[src/kr580_params.svh]
`ifndef KR580_PARAMS_SVH
`define KR580_PARAMS_SVH

// --------------------
// Bus widths
// --------------------
`define KR_DATA_W       8
`define KR_ADDR_W       16

// Flag byte layout, SZ-A-P-NC
`define KR_FLAG_CARRY   0
`define KR_FLAG_NEG     1
`define KR_FLAG_PARITY  2
`define KR_FLAG_AUX     4
`define KR_FLAG_ZERO    6
`define KR_FLAG_SIGN    7

// --------------------
// Register codes
// --------------------
`define KR_REG_B        3'd0
`define KR_REG_C        3'd1
`define KR_REG_D        3'd2
`define KR_REG_E        3'd3
`define KR_REG_H        3'd4
`define KR_REG_L        3'd5
`define KR_REG_F        3'd6    // Slot of the flag byte
`define KR_REG_A        3'd7

`define KR_FLAGS_RESET  8'h40   // Zero set only

`endif

[src/kr580_pkg.sv]
`default_nettype none

`include "kr580_params.svh"

package kr580_pkg;

    typedef logic [`KR_DATA_W-1:0] data_t;
    typedef logic [`KR_ADDR_W-1:0] addr_t;
    typedef logic [7:0]            flags_t;
    typedef logic [2:0]            reg_sel_t;
    typedef logic [2:0]            cond_t;     // NZ Z NC C PO PE P M

    // Codes match opcode bits 5:3
    typedef enum logic [2:0] {
        ALU_ADD = 3'd0,
        ALU_ADC = 3'd1,
        ALU_SUB = 3'd2,
        ALU_SBC = 3'd3,
        ALU_AND = 3'd4,
        ALU_XOR = 3'd5,
        ALU_OR  = 3'd6,
        ALU_CP  = 3'd7
    } alu_op_t;

    typedef enum logic [2:0] {
        STEP_FETCH,
        STEP_OPER1,
        STEP_OPER2,
        STEP_EXEC,
        STEP_HALT
    } seq_step_t;

endpackage

`default_nettype wire

[src/kr580_alu.sv]
`timescale 1ns/1ps
`default_nettype none

`include "kr580_params.svh"

module kr580_alu import kr580_pkg::*; (
    input  wire alu_op_t op_i,
    input  wire data_t   a_i,
    input  wire data_t   b_i,
    input  wire logic    carry_i,
    output data_t        res_o,
    output flags_t       res_flags_o
);

    logic [8:0] sum;        // Bit 8 is carry or borrow
    logic [4:0] half;       // Low nibble, bit 4 is aux
    logic       cin;
    logic       sub;
    logic       is_logic;
    logic       ovf;

    always_comb begin
        cin      = (op_i == ALU_ADC || op_i == ALU_SBC) ? carry_i : 1'b0;
        sub      = (op_i == ALU_SUB) || (op_i == ALU_SBC) || (op_i == ALU_CP);
        is_logic = (op_i == ALU_AND) || (op_i == ALU_XOR) || (op_i == ALU_OR);

        sum  = '0;
        half = '0;
        case (op_i)
            ALU_ADD, ALU_ADC: begin
                sum  = {1'b0, a_i} + {1'b0, b_i} + {8'd0, cin};
                half = {1'b0, a_i[3:0]} + {1'b0, b_i[3:0]} + {4'd0, cin};
            end
            ALU_SUB, ALU_SBC, ALU_CP: begin
                sum  = {1'b0, a_i} - {1'b0, b_i} - {8'd0, cin};
                half = {1'b0, a_i[3:0]} - {1'b0, b_i[3:0]} - {4'd0, cin};
            end
            ALU_AND: sum = {1'b0, a_i & b_i};
            ALU_XOR: sum = {1'b0, a_i ^ b_i};
            ALU_OR:  sum = {1'b0, a_i | b_i};
            default: sum = '0;
        endcase

        // Signed overflow, operands alike for add, unlike for subtract
        if (sub) begin
            ovf = (a_i[7] != b_i[7]) && (a_i[7] != sum[7]);
        end else begin
            ovf = (a_i[7] == b_i[7]) && (a_i[7] != sum[7]);
        end
    end

    // --------------------
    // Flag byte
    // --------------------
    always_comb begin
        res_o       = sum[7:0];
        res_flags_o = '0;   // Bits 3 and 5 stay clear

        res_flags_o[`KR_FLAG_SIGN] = sum[7];
        res_flags_o[`KR_FLAG_ZERO] = (sum[7:0] == 8'h00);

        if (is_logic) begin
            res_flags_o[`KR_FLAG_PARITY] = ~^sum[7:0];     // Even parity
        end else begin
            res_flags_o[`KR_FLAG_CARRY]  = sum[8];
            res_flags_o[`KR_FLAG_AUX]    = half[4];
            res_flags_o[`KR_FLAG_NEG]    = sub;
            // CP reports parity like the logic group
            res_flags_o[`KR_FLAG_PARITY] = (op_i == ALU_CP) ? ~^sum[7:0] : ovf;
        end
    end

endmodule

`default_nettype wire

[src/kr580_regfile.sv]
`timescale 1ns/1ps
`default_nettype none

`include "kr580_params.svh"

module kr580_regfile import kr580_pkg::*; (
    input  wire            pin_clk,
    input  wire            rst_n_i,
    input  wire reg_sel_t  rd_sel_i,
    output data_t          rd_data_o,
    input  wire            wr_en_i,
    input  wire reg_sel_t  wr_sel_i,
    input  wire data_t     wr_data_i,
    input  wire            flag_we_i,
    input  wire flags_t    flag_data_i,
    output data_t          acc_o,
    output flags_t         flags_o
);

    // B C D E H L F A, F lives in the (HL) slot
    data_t regs_q [8];

    always_ff @(posedge pin_clk or negedge rst_n_i) begin
        if (!rst_n_i) begin
            for (int i = 0; i < 8; i++) begin
                regs_q[i] <= '0;
            end
            regs_q[`KR_REG_F] <= `KR_FLAGS_RESET;
        end else begin
            // Byte writes never land on F
            if (wr_en_i && (wr_sel_i != `KR_REG_F)) begin
                regs_q[wr_sel_i] <= wr_data_i;
            end
            if (flag_we_i) begin
                regs_q[`KR_REG_F] <= flag_data_i;
            end
        end
    end

    // --------------------
    // Read side
    // --------------------
    assign rd_data_o = regs_q[rd_sel_i];    // Code 6 gives F
    assign acc_o     = regs_q[`KR_REG_A];
    assign flags_o   = regs_q[`KR_REG_F];

endmodule

`default_nettype wire

[src/kr580_sequencer.sv]
`timescale 1ns/1ps
`default_nettype none

`include "kr580_params.svh"

module kr580_sequencer import kr580_pkg::*; (
    input  wire            pin_clk,
    input  wire            rst_n_i,
    input  wire data_t     pin_d_i,
    input  wire data_t     pin_pi_i,
    output addr_t          pin_a_o,
    output data_t          pin_pa_o,
    output data_t          pin_po_o,
    output logic           pin_pw_o,
    output reg_sel_t       rd_sel_o,
    input  wire data_t     rd_data_i,
    input  wire data_t     acc_i,
    input  wire flags_t    flags_i,
    output alu_op_t        alu_op_o,
    output data_t          alu_b_o,
    input  wire data_t     alu_res_i,
    input  wire flags_t    alu_flags_i,
    output logic           wr_en_o,
    output reg_sel_t       wr_sel_o,
    output data_t          wr_data_o,
    output logic           flag_we_o
);

    seq_step_t step_q;
    addr_t     pc_q;
    data_t     opcode_q;
    data_t     lo_q;        // Immediate or low byte of jump target
    data_t     cur_op;

    logic      is_ld_imm;
    logic      is_ld_rr;
    logic      is_alu_r;
    logic      is_alu_i;
    logic      is_jp;
    logic      is_out;
    logic      is_in;
    logic      is_halt;
    logic      has_oper;
    logic      exec;

    cond_t     cond;
    logic      flag_bit;
    logic      jp_taken;

    // Opcode is still on the bus during fetch
    assign cur_op = (step_q == STEP_FETCH) ? pin_d_i : opcode_q;

    // --------------------
    // Decode
    // --------------------
    always_comb begin
        is_ld_imm = 1'b0;
        is_ld_rr  = 1'b0;
        is_alu_r  = 1'b0;
        is_alu_i  = 1'b0;
        is_jp     = 1'b0;
        is_out    = 1'b0;
        is_in     = 1'b0;
        is_halt   = 1'b0;
        casez (cur_op)
            8'b00_???_110:              is_ld_imm = 1'b1;
            8'b01_110_110:              is_halt   = 1'b1;   // Ahead of LD r,r
            8'b01_???_???:              is_ld_rr  = 1'b1;
            8'b10_???_???:              is_alu_r  = 1'b1;
            8'b11_???_110:              is_alu_i  = 1'b1;
            8'b11_000_011, 8'b11_???_010: is_jp   = 1'b1;
            8'b11_010_011:              is_out    = 1'b1;
            8'b11_011_011:              is_in     = 1'b1;
            default: ;                                  // NOP and the rest
        endcase
        has_oper = is_ld_imm | is_alu_i | is_jp | is_out | is_in;
    end

    // Condition test, JP nn has opcode bit 0 set
    always_comb begin
        cond = cond_t'(cur_op[5:3]);
        case (cond[2:1])
            2'd0:    flag_bit = flags_i[`KR_FLAG_ZERO];
            2'd1:    flag_bit = flags_i[`KR_FLAG_CARRY];
            2'd2:    flag_bit = flags_i[`KR_FLAG_PARITY];
            default: flag_bit = flags_i[`KR_FLAG_SIGN];
        endcase
        jp_taken = cur_op[0] | (flag_bit == cond[0]);
    end

    // --------------------
    // Step machine
    // --------------------
    always_ff @(posedge pin_clk or negedge rst_n_i) begin
        if (!rst_n_i) begin
            step_q   <= STEP_FETCH;
            pc_q     <= '0;
            opcode_q <= '0;
            pin_pa_o <= '0;
            pin_po_o <= '0;
            pin_pw_o <= 1'b0;
        end else begin
            pin_pw_o <= 1'b0;     // Single cycle strobe
            case (step_q)
                STEP_FETCH: begin
                    opcode_q <= pin_d_i;
                    pc_q     <= pc_q + 1'b1;
                    if (is_halt) begin
                        step_q <= STEP_HALT;
                    end else if (has_oper) begin
                        step_q <= STEP_OPER1;
                    end else begin
                        step_q <= STEP_EXEC;
                    end
                end
                STEP_OPER1: begin
                    pc_q <= pc_q + 1'b1;
                    if (is_out || is_in) begin
                        pin_pa_o <= pin_d_i;    // Port number
                    end
                    if (is_out) begin
                        pin_po_o <= acc_i;
                        pin_pw_o <= 1'b1;
                    end
                    step_q <= is_jp ? STEP_OPER2 : STEP_EXEC;
                end
                STEP_OPER2: begin
                    // High byte of the target is on the bus now
                    pc_q   <= jp_taken ? {pin_d_i, lo_q} : pc_q + 1'b1;
                    step_q <= STEP_EXEC;
                end
                STEP_EXEC: step_q <= STEP_FETCH;
                default:   step_q <= STEP_HALT;  // Only reset leaves HALT
            endcase
        end
    end

    always_ff @(posedge pin_clk) begin
        if (step_q == STEP_OPER1) begin
            lo_q <= pin_d_i;
        end
    end

    // --------------------
    // Writeback
    // --------------------
    assign exec     = (step_q == STEP_EXEC);
    assign pin_a_o  = pc_q;
    assign rd_sel_o = reg_sel_t'(opcode_q[2:0]);
    assign alu_op_o = alu_op_t'(opcode_q[5:3]);
    assign alu_b_o  = is_alu_i ? lo_q : rd_data_i;

    always_comb begin
        wr_en_o = exec & (is_ld_imm | is_ld_rr | is_in |
                          ((is_alu_r | is_alu_i) & (alu_op_o != ALU_CP)));
        wr_sel_o = (is_ld_imm | is_ld_rr) ? reg_sel_t'(opcode_q[5:3]) : `KR_REG_A;

        if (is_ld_imm) begin
            wr_data_o = lo_q;
        end else if (is_ld_rr) begin
            wr_data_o = rd_data_i;    // Source register
        end else if (is_in) begin
            wr_data_o = pin_pi_i;
        end else begin
            wr_data_o = alu_res_i;
        end

        // Every accumulator operation updates F
        flag_we_o = exec & (is_alu_r | is_alu_i);
    end

endmodule

`default_nettype wire

[src/kr580_top.sv]
`timescale 1ns/1ps
`default_nettype none

`include "kr580_params.svh"

module kr580_top import kr580_pkg::*; (
    input  wire         pin_clk,
    input  wire         rst_n_i,
    input  wire data_t  pin_d_i,
    output addr_t       pin_a_o,
    output data_t       pin_pa_o,
    input  wire data_t  pin_pi_i,
    output data_t       pin_po_o,
    output logic        pin_pw_o
);

    reg_sel_t rd_sel;
    data_t    rd_data;
    data_t    acc;
    flags_t   flags;
    alu_op_t  alu_op;
    data_t    alu_b;
    data_t    alu_res;
    flags_t   alu_flags;    // Straight into F
    logic     wr_en;
    reg_sel_t wr_sel;
    data_t    wr_data;
    logic     flag_we;

    kr580_sequencer u_seq (
        .pin_clk     (pin_clk),
        .rst_n_i     (rst_n_i),
        .pin_d_i     (pin_d_i),
        .pin_pi_i    (pin_pi_i),
        .pin_a_o     (pin_a_o),
        .pin_pa_o    (pin_pa_o),
        .pin_po_o    (pin_po_o),
        .pin_pw_o    (pin_pw_o),
        .rd_sel_o    (rd_sel),
        .rd_data_i   (rd_data),
        .acc_i       (acc),
        .flags_i     (flags),
        .alu_op_o    (alu_op),
        .alu_b_o     (alu_b),
        .alu_res_i   (alu_res),
        .alu_flags_i (alu_flags),
        .wr_en_o     (wr_en),
        .wr_sel_o    (wr_sel),
        .wr_data_o   (wr_data),
        .flag_we_o   (flag_we)
    );

    kr580_alu u_alu (
        .op_i        (alu_op),
        .a_i         (acc),
        .b_i         (alu_b),
        .carry_i     (flags[`KR_FLAG_CARRY]),
        .res_o       (alu_res),
        .res_flags_o (alu_flags)
    );

    kr580_regfile u_regs (
        .pin_clk     (pin_clk),
        .rst_n_i     (rst_n_i),
        .rd_sel_i    (rd_sel),
        .rd_data_o   (rd_data),
        .wr_en_i     (wr_en),
        .wr_sel_i    (wr_sel),
        .wr_data_i   (wr_data),
        .flag_we_i   (flag_we),
        .flag_data_i (alu_flags),
        .acc_o       (acc),
        .flags_o     (flags)
    );

endmodule

`default_nettype wire

[config.mk]
export PLATFORM = sky130hd
export DESIGN_NAME = kr580_top
export DESIGN_NICKNAME = d
export VERILOG_FILES = /design/src/kr580_pkg.sv /design/src/kr580_alu.sv /design/src/kr580_regfile.sv /design/src/kr580_sequencer.sv /design/src/kr580_top.sv
export VERILOG_INCLUDE_DIRS = /design/src /design/src/src
export SDC_FILE = /design/constraint.sdc
export NUM_CORES = 1
export LEC_CHECK = 0
export BUFFER_PORTS_ARGS = -buffer_cell sky130_fd_sc_hd__buf_4
export CORE_ASPECT_RATIO = 0.8
export CORE_MARGIN = 2
export CORE_UTILIZATION = 36
export DETAILED_ROUTE_END_ITERATION = 10
export PLACE_DENSITY_LB_ADDON = 0.05
export SLEW_MARGIN = 15
export SYNTH_ARGS = -nofsm -noshare
export SYNTH_HDL_FRONTEND = slang
export SYNTH_SLANG_ARGS = --single-unit
[constraint.sdc]
create_clock -name pin_clk -period 5.3 [get_ports pin_clk]
set_input_delay 0.795 -clock pin_clk [delete_from_list [all_inputs] [get_ports pin_clk]]
set_output_delay 0.795 -clock pin_clk [all_outputs]
set_load 0.01 [all_outputs]
==> metrics.yaml, run 1 <==
totalNegativeSetupSlack_ps: 0
port_buffers: 50
fin_util_pct: 43.1
routabilityCongestion: 0.897
post-cts-setup-buffer-count: 0
ctsHoldBuffers: 0
clk_root_buffer_cell: "clkbuf_16"
end_kind: "flip-flop"
rows: 47
synth_compound_area_share_pct: 16.3
nets: 848
clock_path_buffers: 2
coreArea_sq_um: 20700
synth-main-ff-cell: "dfrtp_1"
max_freq_mhz: 205
synth_top_area_share_pct: 35.2
viasPerCell: 5.76
hold_violations: 0
cp_max_fo: 11
htreeDepth: 4
min_period_ps: 4880
multi_input_area_sq_um: 4290
maxCapViolCount: 0
antenna_cells: 0
drt-wirelength-per-cell_um: 23.4
tightest_slew_ps: 1110
synth_top_area_cell: "dfrtp_1"
yosysUniqueCellTypes: 84
synth.avg_cell_area_sq_um: 10.4
grt.met2_usage_pct: 31.6
synth_xor_area_share_pct: 1.61
synthSimpleGateAreaFrac_pct: 13.7
dieWidth_um: 167
io_pins: 51
ys_seq_area_share_pct: 38.7
met1_usage_pct: 35.9
synth_most_common_cell: "dfrtp_1"
dp_hpwl_um: 18300
slew_headroom_pct: 25.5
setup_viol: 0
grt_pass1_vias: 6150
grt_antenna_before_repair: 0
synth_nets: 789
die_h_um: 134
final-seq-area_sq_um: 2940
drv_slew: 0
grtUsageTotal_pct: 22.9
ant_nets: 0
numCtsBuffers: 17
vias: 6191
start_util_pct: 36.8
drc: 0
outcome: "finished, final reports clean"
drtIter0Drc: 454
fin_crit_sh_pct: 92.0
worstSetupPathType: "flip-flop to flip-flop"
worstSetupStartpointType: "flip-flop"
first_pass_iters: 5
dieArea_sq_um: 22300
grt_pass1_wl_um: 38400
overflow: 0
cts_sinks: 116
synth_edf_count: 8
drt_wl_total_um: 25200
yosys_register_bits: 116
fin_worst_skew_ps: 9.04
synth_area_leaders: "dfrtp_1 (35%), mux2_2 (10%), ha_1 (5.8%)"
grtUsageMet3_pct: 4.78
cp_data_arrival_time_ps: 5210
synthArstFlopShare_pct: 93.1
yosys_warnings: 0
syn-cell-area_sq_um: 7610
hold_class: "primary input to asynchronous set/reset pin"
top_usage_layer: "met1"
rsz0062_at_grt: "no"
cts-resized-gates: 0
fillers: 2039
insertion_delay_ps: 420
grt_max_degree: 57
cts_tree: "yes"
critPathRequiredTime_ps: 5640
synthCells: 733
clk_pin_slew_ps: 60
area_delta_synth_final_pct: 17.2
netlist_top_cells_count: "dfrtp_1 (107), nand2_1 (70), mux2_2 (69)"
synthAdderAreaFrac_pct: 6.54
synthMuxAreaShare_pct: 18.2
drive_gt1_share_pct: 26.8
synth_top_family_by_area: "multiplexers"
[sequential cells by signal, indices dropped and copies added (netlist names)]
name and cells:
u_regs.acc_o 8, u_regs.flags_o 8, u_regs.regs_q 48, u_seq.lo_q 8, u_seq.opcode_q 8, u_seq.pin_a_o 16, u_seq.pin_pa_o 8, u_seq.pin_po_o 8
u_seq.pin_pw_o 1, u_seq.step_q 3
[through the flow]
step	std cells	instance area (sq um)	setup WS, ps	hold WS [ps]
2_1_floorplan	733	7610	759	445
3_3_place_gp	1042	8310	366	464
3_5_place_dp	1042	8310	293	474
4_1_cts	1074	8910	455	458
5_1_grt	1074	8910	68.7	481
6_report	1074	8910	424	447
[per-layer routing]
layer | vias to the layer above | wire length (um)
li1 | 2828 | -
met1 | 3120 | 12900
met2 | 218 | 10500
met3 | 25 | 1490
met4 | 0 | 357
met5 | - | 0
[cell families after synthesis]
logic type      after synthesis
compound gates              173
xor+xnor                     14
fa+ha+maj                    38
simple gates                201
mux                         109
buf+inv                      82
flops                       116
[layout by cell type (no fill, tap or decap), drive strengths merged, types with 4 or more instances in the layout]
cell / netlist / layout
dfrtp: 107 / 107
buf: 17 / 73
nand2: 73 / 73
mux2: 71 / 71
inv: 49 / 55
o21ai: 39 / 39
ha: 35 / 35
nor2: 34 / 34
a21oi: 31 / 31
mux2i: 22 / 22
clkbuf: 16 / 19
mux4: 16 / 16
nor3: 13 / 13
nand3: 13 / 13
xnor2: 12 / 12
a21o: 11 / 11
o22ai: 11 / 11
nand2b: 10 / 10
nor2b: 9 / 9
a22oi: 8 / 8
nand4: 8 / 8
and3: 8 / 8
edfxtp: 8 / 8
nor4: 7 / 7
o211ai: 7 / 7
or3: 5 / 5
a2bb2oi: 5 / 5
o31ai: 5 / 5
and2: 5 / 5
o21a: 4 / 4
clkinv: 0 / 4
a211oi: 4 / 4
o221ai: 4 / 4
[critical path: stages, from the launching register on]
cell and delay, ps:
dfrtp_1 490, buf_12 200, mux4_2 500, mux2_2 320, mux2i_2 340, fa_1 510
ha_1 230, o21a_1 210, o21ai_0 300, a21oi_1 110, o311ai_0 410, o211ai_2 260
ha_1 350, xnor2_1 170, xnor2_1 140, nand2_1 70, o211ai_1 170
[final timing paths]
| path | from | to | slack [ps] | cells after the start |
|---|---|---|---|---|
| worst max-delay path | u_seq.opcode_q[0] | u_regs.flags_o[2] | 420 | 16 |
| worst min-delay path | rst_n_i | u_regs.regs_q[19] | 450 | 1 |
| worst max register to register | u_seq.opcode_q[0] | u_regs.flags_o[2] | 420 | 16 |
| worst min register to register | u_regs.flags_o[5] | u_regs.flags_o[5] | 480 | 1 |
| max in group asynchronous | rst_n_i | u_seq.pin_po_o[0] | 3610 | 2 |
| min in group pin_clk | u_regs.flags_o[5] | u_regs.flags_o[5] | 480 | 1 |
[layout make-up]
class / count / share of cell area, %
clock buffer: 19 / 5.21
clock inverter: 13 / 1.54
inverter: 49 / 2.06
multi-input combinational: 535 / 48.1
sequential: 116 / 33.0
tap: 269 / 3.78
timing repair buffer: 73 / 6.29
Power of run 1 is left out: the tool's default activity adds up to more than one toggle a clock period on the data nets, which glitch-free logic cannot reach.
==> run 2: changes to the inputs <==
--- a/config.mk
+++ b/config.mk
@@ -7,6 +7,8 @@
 export NUM_CORES = 1
 export LEC_CHECK = 0
 export BUFFER_PORTS_ARGS = -buffer_cell sky130_fd_sc_hd__buf_4
+export CELL_PAD_IN_SITES_DETAIL_PLACEMENT = 1
+export CELL_PAD_IN_SITES_GLOBAL_PLACEMENT = 1
 export CORE_ASPECT_RATIO = 0.8
 export CORE_MARGIN = 2
 export CORE_UTILIZATION = 36
==> run 2 against run 1 <==
- largest cell class unchanged
- critical endpoint unchanged
- core utilization down 0.060 points
- critical path depth up 1
- highest routed layer unchanged
- via count up 1.0%
- clock skew up 2.5 ps
==> metrics.yaml, run 2 (same netlist as run 1, synthesis figures left out) <==
coreArea_sq_um: 20700  # unchanged
dp.cells: 1039  # was 1042
rows: 47  # unchanged
layout.cells.most_common: "dfrtp_1"  # unchanged
grt_pass1_vias: 6506  # was 6150
cts_sinks: 116  # unchanged
viasPerCell: 5.84  # was 5.76
grt_antenna_before_repair: 0  # unchanged
first_pass_iters: 5  # unchanged
hold_class: "primary input to asynchronous set/reset pin"  # unchanged
multi_input_area_sq_um: 4290  # unchanged
nets: 845  # was 848
hold_violations: 0  # unchanged
largest_reg_flops: 48  # unchanged
drc: 0  # unchanged
area_delta_synth_final_pct: 17.0  # was 17.2%
drive_gt1_share_pct: 26.3  # was 26.8%
drt_wl_total_um: 26300  # was 25200 um
fin_worst_skew_ps: 11.5  # was 9.04 ps
cp_data_arrival_time_ps: 5310  # was 5210 ps
overflow: 0  # unchanged
grt_max_degree: 60  # was 57
drt-wirelength-per-cell_um: 24.5  # was 23.4 um
port_buffers: 50  # unchanged
reg2reg_slack_ps: 330  # was 420 ps
drtIter0Drc: 464  # was 454
regMostFlops: "u_regs.regs_q"  # unchanged
vias: 6256  # was 6191
instances_no_fill: 1071  # was 1074
fin_hold_ws_ps: 461  # was 447 ps
final-seq-area_sq_um: 2940  # unchanged
dp_hpwl_um: 19400  # was 18300 um
insertion_delay_ps: 420  # about the same
routabilityCongestion: 0.883  # was 0.897
min_period_ps: 4970  # was 4880 ps
fillers: 2313  # was 2039
worstSetupPathType: "flip-flop to flip-flop"  # unchanged
drv_slew: 0  # unchanged
clk_pin_slew_ps: 60  # about the same
cts_tree: "yes"  # unchanged
maxCapViolCount: 0  # unchanged
antenna_cells: 0  # unchanged
worstSetupStartpointType: "flip-flop"  # unchanged
start_util_pct: 36.8  # unchanged
fin_util_pct: 43.0  # was 43.1%
end_kind: "flip-flop"  # unchanged
tightest_slew_ps: 1190  # was 1110 ps
slew_headroom_pct: 20.1  # was 25.5%
grt_pass1_wl_um: 40500  # was 38400 um
grtUsageTotal_pct: 23.9  # was 22.9%
post-cts-setup-buffer-count: 0  # unchanged
die_h_um: 134  # unchanged
mostFrequentLayoutCells: "dfrtp_1 (107), nand2_1 (70), mux2_2 (69), buf_4 (69), inv_1 (48)"  # was dfrtp_1 (107), buf_4 (72), nand2_1 (70)
max_freq_mhz: 201  # was 205 MHz
cts-resized-gates: 0  # unchanged
clk_root_buffer_cell: "clkbuf_16"  # unchanged
totalNegativeSetupSlack_ps: 0  # unchanged
critPathRequiredTime_ps: 5640  # about the same
outcome: "finished, final reports clean"  # unchanged
rsz0062_at_grt: "no"  # unchanged
cp_max_fo: 14  # was 11
setup_viol: 0  # unchanged
ctsHoldBuffers: 0  # unchanged
dieArea_sq_um: 22300  # unchanged
numCtsBuffers: 17  # unchanged
io_pins: 51  # unchanged
clock_path_buffers: 2  # unchanged
htreeDepth: 4  # unchanged
ant_nets: 0  # unchanged
fin_crit_sh_pct: 93.8  # was 92.0%
dieWidth_um: 167  # unchanged
==> run 2: changes by cell type in the layout (fill, tap and decap cells not counted) <==
cell and change:
inv_6 -2, inv_8 -2, bufinv_16 +2, clkbuf_16 -1
clkinvlp_4 -1, buf_4 -3, clkinv_2 +2, clkinv_4 -1
clkbuf_1 +2, clkbuf_8 +1
==> run 2: path summary, 6_finish.rpt <==
path,start,depth (start not counted),end
max,u_seq.opcode_q[0],17,u_regs.flags_o[2]
min,rst_n_i,1,u_regs.regs_q[43]
max reg2reg,u_seq.opcode_q[0],17,u_regs.flags_o[2]
min reg2reg,u_seq.pin_po_o[1],2,u_seq.pin_po_o[1]
max in group asynchronous,rst_n_i,2,u_seq.pin_po_o[2]
min in group pin_clk,u_seq.pin_po_o[1],2,u_seq.pin_po_o[1]
==> run 2: layout make-up <==
| type | instances | area share, % |
|---|---|---|
| sequential | 116 | 33.1 |
| clock inverter | 11 | 1.70 |
| clock buffer | 21 | 5.17 |
| timing repair buffer | 70 | 6.04 |
| inverter | 49 | 2.07 |
| multi-input combinational | 535 | 48.2 |
| tap | 269 | 3.78 |
==> run 2: through the flow <==
step / instance area [sq um] / setup WS, ps
2_1_floorplan: 7610 / 759
3_3_place_gp: 8290 / 389
3_5_place_dp: 8290 / 274
4_1_cts: 8900 / 347
5_1_grt: 8900 / 7.22
6_report: 8900 / 329
==> run 2: per-layer routing <==
layer,global-route usage (%),wire length (um)
met4,6.18,405
met3,4.46,1430
met2,33.4,10800
met1,37.7,13600
met5,0,0
==> run 2: critical path: stages (launching register included) <==
cell       delay [ps]
dfrtp_1           600
buf_12            230
mux4_2            540
mux2_2            310
a21o_1            230
ha_1              390
inv_1             100
ha_1              380
o211a_1           140
a2111oi_0         550
o211a_1           250
a21oi_1            40
a22o_1            270
ha_1              290
xnor2_1           190
xnor2_1           140
nand2_1            60
o211ai_1          160
Power of run 2 is left out for the same reason.
